## config.mk

```make
export PLATFORM = sky130hd
export DESIGN_NAME = rgbTop
export DESIGN_NICKNAME = d
export VERILOG_FILES = /design/src/hdl/rgbPkg.sv /design/src/hdl/inputSync.sv /design/src/hdl/colorRegs.sv /design/src/hdl/rgbDriver.sv /design/src/hdl/rgbTop.sv
export SDC_FILE = /design/constraint.sdc
export NUM_CORES = 1
export LEC_CHECK = 0
export ABC_AREA = 1
export BUFFER_PORTS_ARGS = -buffer_cell sky130_fd_sc_hd__buf_2
export CORE_MARGIN = 10
export CORE_UTILIZATION = 66
export DETAILED_ROUTE_END_ITERATION = 10
export PLACE_DENSITY = 0.84
export SKIP_CTS_REPAIR_TIMING = 1
export SLEW_MARGIN = 20
export SYNTH_ARGS = -nofsm -noshare
export SYNTH_HDL_FRONTEND = slang
export SYNTH_SLANG_ARGS = --single-unit
export TNS_END_PERCENT = 10
```

## constraint.sdc

```tcl
create_clock -name clk -period 10 [get_ports clk]
set_input_delay 0 -clock clk [delete_from_list [all_inputs] [get_ports clk]]
set_output_delay 0 -clock clk [all_outputs]
set_load 0.02 [all_outputs]
```

## src/hdl/rgbPkg.sv

```systemverilog
package rgbPkg;

    ////////////////////
    // data widths
    ////////////////////

    // switch bank width, one intensity word
    localparam int intensityWidth = 13;

    // stored duty is one bit wider than the switches
    // so the full 0..8191 range compares cleanly against the counter
    localparam int dutyWidth = intensityWidth + 1;

    ////////////////////
    // pwm timing
    ////////////////////

    localparam int pwmPeriod = 8192;     // clocks per period, counter runs 0..pwmPeriod-1

    ////////////////////
    // channel select
    ////////////////////

    // one-hot selector codes, anything else selects nothing
    localparam logic [2:0] selRed   = 3'b001;
    localparam logic [2:0] selGreen = 3'b010;
    localparam logic [2:0] selBlue  = 3'b100;

    ////////////////////
    // input sync
    ////////////////////

    localparam int syncStages = 2;       // flops per async input

endpackage

```

## src/hdl/inputSync.sv

```systemverilog
`timescale 1ns/1ns

module inputSync
(
    input  logic                              clk,
    input  logic                              reset,
    input  logic                              changeColor,     // raw button
    input  logic [2:0]                        colorSelector,   // raw one-hot switches
    input  logic [rgbPkg::intensityWidth-1:0] colorIntensity,  // raw intensity switches
    output logic                              loadPulse,       // one clock per press
    output logic [2:0]                        selSync,
    output logic [rgbPkg::intensityWidth-1:0] intensitySync
);

    import rgbPkg::*;

    // sync chains, index 0 samples the pin
    logic [syncStages-1:0]     btnStage;
    logic [2:0]                selStage [syncStages];
    logic [intensityWidth-1:0] intStage [syncStages];

    logic btnLast;    // synced button, one clock older
    logic btnRise;    // low-to-high on synced button

    ////////////////////
    // synchronizers
    ////////////////////

    // same depth on every input so switches and button line up
    always_ff @(posedge clk or posedge reset)
    begin
        if (reset)
        begin
            btnStage <= '0;
            for (int i = 0; i < syncStages; i++)
            begin
                selStage[i] <= '0;
                intStage[i] <= '0;
            end
        end
        else
        begin
            btnStage[0] <= changeColor;
            selStage[0] <= colorSelector;
            intStage[0] <= colorIntensity;
            for (int i = 1; i < syncStages; i++)
            begin
                btnStage[i] <= btnStage[i-1];   // shift toward output
                selStage[i] <= selStage[i-1];
                intStage[i] <= intStage[i-1];
            end
        end
    end

    assign selSync       = selStage[syncStages-1];
    assign intensitySync = intStage[syncStages-1];

    ////////////////////
    // edge detect
    ////////////////////

    assign btnRise = btnStage[syncStages-1] & ~btnLast;

    always_ff @(posedge clk or posedge reset)
    begin
        if (reset)
        begin
            btnLast   <= 1'b0;
            loadPulse <= 1'b0;
        end
        else
        begin
            btnLast   <= btnStage[syncStages-1];
            loadPulse <= btnRise;    // held button gives a single strobe
        end
    end

endmodule

```

## src/hdl/colorRegs.sv

```systemverilog
`timescale 1ns/1ns

module colorRegs
(
    input  logic                              clk,
    input  logic                              reset,
    input  logic                              loadPulse,      // single-cycle write strobe
    input  logic [2:0]                        selSync,        // one-hot channel pick
    input  logic [rgbPkg::intensityWidth-1:0] intensitySync,
    output logic [rgbPkg::dutyWidth-1:0]      redDuty,
    output logic [rgbPkg::dutyWidth-1:0]      greenDuty,
    output logic [rgbPkg::dutyWidth-1:0]      blueDuty
);

    import rgbPkg::*;

    logic [dutyWidth-1:0] loadValue;    // intensity widened to duty width
    logic                 wrRed;
    logic                 wrGreen;
    logic                 wrBlue;

    // zero-extend, top bit of a duty is always clear here
    assign loadValue = dutyWidth'(intensitySync);

    ////////////////////
    // selector decode
    ////////////////////

    always_comb
    begin
        wrRed   = 1'b0;
        wrGreen = 1'b0;
        wrBlue  = 1'b0;
        case (selSync)
            selRed:   wrRed   = loadPulse;
            selGreen: wrGreen = loadPulse;
            selBlue:  wrBlue  = loadPulse;
            default:  ;    // zero or several bits set, no channel written
        endcase
    end

    ////////////////////
    // channel registers
    ////////////////////

    always_ff @(posedge clk or posedge reset)
    begin
        if (reset)
        begin
            redDuty   <= '0;    // all channels dark
            greenDuty <= '0;
            blueDuty  <= '0;
        end
        else
        begin
            if (wrRed)
                redDuty <= loadValue;
            if (wrGreen)
                greenDuty <= loadValue;
            if (wrBlue)
                blueDuty <= loadValue;
            // unselected channels hold
        end
    end

endmodule

```

## src/hdl/rgbDriver.sv

```systemverilog
`timescale 1ns/1ns

module rgbDriver
(
    input  logic                         clk,
    input  logic                         reset,
    input  logic [rgbPkg::dutyWidth-1:0] redDuty,     // live channel values
    input  logic [rgbPkg::dutyWidth-1:0] greenDuty,
    input  logic [rgbPkg::dutyWidth-1:0] blueDuty,
    output logic                         redLed,
    output logic                         greenLed,
    output logic                         blueLed
);

    import rgbPkg::*;

    // channel order in the arrays: 0 red, 1 green, 2 blue
    localparam int numChannels = 3;

    logic [dutyWidth-1:0] periodCnt;                  // shared by all channels
    logic                 periodEnd;                  // last clock of a period
    logic [dutyWidth-1:0] dutyIn     [numChannels];
    logic [dutyWidth-1:0] dutyShadow [numChannels];   // value used this period
    logic [numChannels-1:0] pwmOut;

    ////////////////////
    // period counter
    ////////////////////

    assign periodEnd = (periodCnt == dutyWidth'(pwmPeriod - 1));

    // free running, wraps to zero after pwmPeriod clocks
    always_ff @(posedge clk or posedge reset)
    begin
        if (reset)
            periodCnt <= '0;
        else if (periodEnd)
            periodCnt <= '0;
        else
            periodCnt <= periodCnt + 1'b1;
    end

    ////////////////////
    // duty shadows
    ////////////////////

    assign dutyIn[0] = redDuty;
    assign dutyIn[1] = greenDuty;
    assign dutyIn[2] = blueDuty;

    // take new duties only at the wrap
    // a load in mid-period waits, so no pulse gets clipped
    always_ff @(posedge clk or posedge reset)
    begin
        if (reset)
        begin
            for (int i = 0; i < numChannels; i++)
            begin
                dutyShadow[i] <= '0;
            end
        end
        else if (periodEnd)
        begin
            for (int i = 0; i < numChannels; i++)
            begin
                dutyShadow[i] <= dutyIn[i];
            end
        end
    end

    ////////////////////
    // pwm compare
    ////////////////////

    // high while counter below duty, so high count per period = duty
    // one clock behind the counter, still exact over any full period
    always_ff @(posedge clk or posedge reset)
    begin
        if (reset)
        begin
            pwmOut <= '0;
        end
        else
        begin
            for (int i = 0; i < numChannels; i++)
            begin
                pwmOut[i] <= (periodCnt < dutyShadow[i]);
            end
        end
    end

    assign redLed   = pwmOut[0];
    assign greenLed = pwmOut[1];
    assign blueLed  = pwmOut[2];

endmodule

```

## src/hdl/rgbTop.sv

```systemverilog
`timescale 1ns/1ns

module rgbTop
(
    input  logic                              clk,
    input  logic                              reset,
    input  logic                              changeColor,     // load button, async
    input  logic [2:0]                        colorSelector,   // one-hot channel switches
    input  logic [rgbPkg::intensityWidth-1:0] colorIntensity,  // intensity switches
    output logic                              redLed,
    output logic                              greenLed,
    output logic                              blueLed
);

    import rgbPkg::*;

    // synced inputs
    logic                      loadPulse;
    logic [2:0]                selSync;
    logic [intensityWidth-1:0] intensitySync;

    // stored channel duties
    logic [dutyWidth-1:0] redDuty;
    logic [dutyWidth-1:0] greenDuty;
    logic [dutyWidth-1:0] blueDuty;

    ////////////////////
    // input side
    ////////////////////

    inputSync uInputSync
    (
        .clk            (clk),
        .reset          (reset),
        .changeColor    (changeColor),
        .colorSelector  (colorSelector),
        .colorIntensity (colorIntensity),
        .loadPulse      (loadPulse),
        .selSync        (selSync),
        .intensitySync  (intensitySync)
    );

    colorRegs uColorRegs
    (
        .clk           (clk),
        .reset         (reset),
        .loadPulse     (loadPulse),
        .selSync       (selSync),
        .intensitySync (intensitySync),
        .redDuty       (redDuty),
        .greenDuty     (greenDuty),
        .blueDuty      (blueDuty)
    );

    ////////////////////
    // led side
    ////////////////////

    rgbDriver uRgbDriver
    (
        .clk       (clk),
        .reset     (reset),
        .redDuty   (redDuty),
        .greenDuty (greenDuty),
        .blueDuty  (blueDuty),
        .redLed    (redLed),
        .greenLed  (greenLed),
        .blueLed   (blueLed)
    );

endmodule

```

==> results.json <==
{
  "status": "complete, no violations",
  "syn-num-nets": 698,
  "synth_area_per_cell_um2": 8.99,
  "setup_viol": 0,
  "cp-start-kind": "flop",
  "endpoint_kind": "flop",
  "area_delta_synth_final_pct": 15.8,
  "p_per_area_mw_per_mm2": 190,
  "yosys_warnings": 0,
  "p_total_mw": 1.27,
  "max-cap-violations": 0,
  "finalHoldViolCount": 0,
  "port_buffers": 21,
  "htree_levels": 4,
  "ir_worst_vdd_v": 0.000164,
  "clock_skew_ns": 0.0116,
  "drive_gt1_share_pct": 9.93,
  "io_pins": 22,
  "firstDrtPassIters": 6,
  "num_antenna_cells": 0,
  "synth_compound_area_share_pct": 4.53,
  "synthAdderAreaFrac_pct": 8.02,
  "vias_per_cell": 5.28,
  "tritoncts": "yes",
  "setup_ws_ns": 7.49,
  "clockRootBuffer": "clkbuf_8",
  "dieArea_mm2": 0.0129,
  "setup_tns_ns": 0,
  "report.final.slew_viol_count": 0,
  "grt_use_met1_pct": 24.0,
  "fillers": 555,
  "synthXorXnorAreaFrac_pct": 0.910,
  "wirelength_um": 11900,
  "clk_latency_ns": 0.53,
  "wl_per_cell_um": 14.8,
  "dpl_worst_slack_ns": 7.53,
  "vias": 4237,
  "worst_path_max_delay_cell": "nand2_2",
  "synth_cell_types": 23,
  "synth_top_family_by_area": "simple AND/OR/NAND/NOR gates",
  "core_mm2": 0.00864,
  "min_path_type": "primary input to async pin",
  "fin_nets": 738,
  "grt_max_degree": 75,
  "dpl.cell_count": 753,
  "antenna_found_initial": 0,
  "yosysTopAreaCell": "dfrtp_1",
  "clockBufferDepth": 2,
  "num_rows": 34,
  "synth_cells": 642,
  "fmax_mhz": 398,
  "drtIter0Drc": 389,
  "cp_common_cell": "inv_2",
  "grt_pass1_vias": 4112,
  "slowest_delay_ns": 0.64,
  "cp_cell_sequence": "nand2_1 -> nor2_2 -> inv_2 -> nor2_4 -> nand2_2 -> inv_2 -> nor2_1",
  "start_util_pct": 66.8,
  "muxShareOfSynthArea_pct": 0,
  "synth_simple_gate_area_share_pct": 21.7,
  "grt_setup_unrepaired": "false",
  "placed_cell_area_mm2": 0.00591,
  "hold_ws_ns": 0.107,
  "cts_buffers": 17,
  "reg2reg_slack_ns": 7.49,
  "arrival_ns": 2.92,
  "final_area_mm2": 0.00668,
  "die_w_um": 114,
  "fin_crit_ns": 2.51,
  "netlist_area_mm2": 0.00577,
  "path_class": "flop to flop",
  "grtUsageTotal_pct": 18.5,
  "grt_overflow_total": 0,
  "clock-sinks": 131,
  "grt_pass1_wl_um": 19300,
  "stdcell_count": 803,
  "ys_ff_latch": 131,
  "utilization_pct": 77.4,
  "gp_congestion": 0.916,
  "crit_required_ns": 10.41,
  "slew_headroom_pct": 40.3,
  "ant_nets": 0,
  "worst_pin_slew_ns": 0.893,
  "hpwl_um": 7610,
  "finalCritPeriodShare_pct": 25.1,
  "synth.top_cells.by_area": "dfrtp_1, nand2_1, ha_1, inv_1, nand3_1",
  "final_cell_mix": "nand2_1, dfrtp_1, inv_1",
  "met3_usage_pct": 4.83,
  "p_leak_nw": 3.56,
  "path_clk_slew_ns": 0.06,
  "cp_max_fo": 40,
  "top_usage_layer": "met2",
  "die_h_um": 114,
  "grtUsageMet2_pct": 28.8,
  "ys_seq_area_share_pct": 56.8,
  "synth_top_cell_area_share_pct": 56.8,
  "mostFrequentLayoutCell": "nand2_1",
  "drc": 0
}
==> final timing paths <==
check | depth (start not counted) | from | endpoint
max | 7 | uRgbDriver.periodCnt[10] | uRgbDriver.periodCnt[5]
min | 3 | reset | uInputSync.intStage[15]
min in group clk | 2 | colorIntensity[0] | uInputSync.intStage[13]
max reg2reg | 7 | uRgbDriver.periodCnt[10] | uRgbDriver.periodCnt[5]
max in group asynchronous | 4 | reset | uRgbDriver.periodCnt[4]
min reg2reg | 0 | uInputSync.intStage[24] | uInputSync.intensitySync[11]
==> power breakdown <==
group	internal, mW	switching, mW	total, mW
Sequential	0.570	0.0251	0.595
Combinational	0.0205	0.0326	0.0531
Clock	0.369	0.250	0.619
==> critical path: cells and delay by family (launching register included) <==
kind,cells,cell delay (ns)
simple gates,5,1.58
buf+inv,2,0.35
flops,1,0.44
==> registers in the layout, indices dropped and copies added (netlist names) <==
name / cells
uRgbDriver.pwmOut: 3
uInputSync.loadPulse: 1
uInputSync.btnLast: 1
uRgbDriver.dutyShadow: 39
uInputSync.selSync: 3
uColorRegs.redDuty: 13
uInputSync.intStage: 13
uInputSync.intensitySync: 13
uInputSync.btnStage: 2
uInputSync.selStage: 3
uRgbDriver.periodCnt: 14
uColorRegs.blueDuty: 13
uColorRegs.greenDuty: 13
==> synth_stat cells (all sizes together) <==
cell and count:
a21oi 12, a31oi 1, buf 13, clkbuf 6, clkinv 1, dfrtp 131
ha 37, inv 93, nand2 206, nand3 50, nand4 2, nor2 40
nor3 3, o21ai 39, or2 2, xnor2 2, xor2 4
==> per-layer routing <==
| metal | up-vias | wire [µm] |
|---|---|---|
| met4 | 0 | 200 |
| met5 | - | 0 |
| met2 | 130 | 5800 |
| met3 | 21 | 606 |
| li1 | 2074 | - |
| met1 | 2012 | 5290 |
==> cell type report <==
type	count	area, µm²	share of cell area (%)
flip-flops and latches	131	3280	49.0
multi-input cells	398	2030	30.3
clock buffers	18	428	6.40
inverters	94	357	5.34
repair buffers	40	293	4.38
clock inverters	14	165	2.47
well taps	108	135	2.02
==> logic make-up after synthesis <==
group | after synthesis
adders and majority gates | 37
buffers and inverters | 113
xor gates and xnor gates | 6
AOI/OAI and AO/OA | 52
DFF | 131
and+or+nand+nor | 303
No activity file was read; power rests on OpenSTA's default activity.
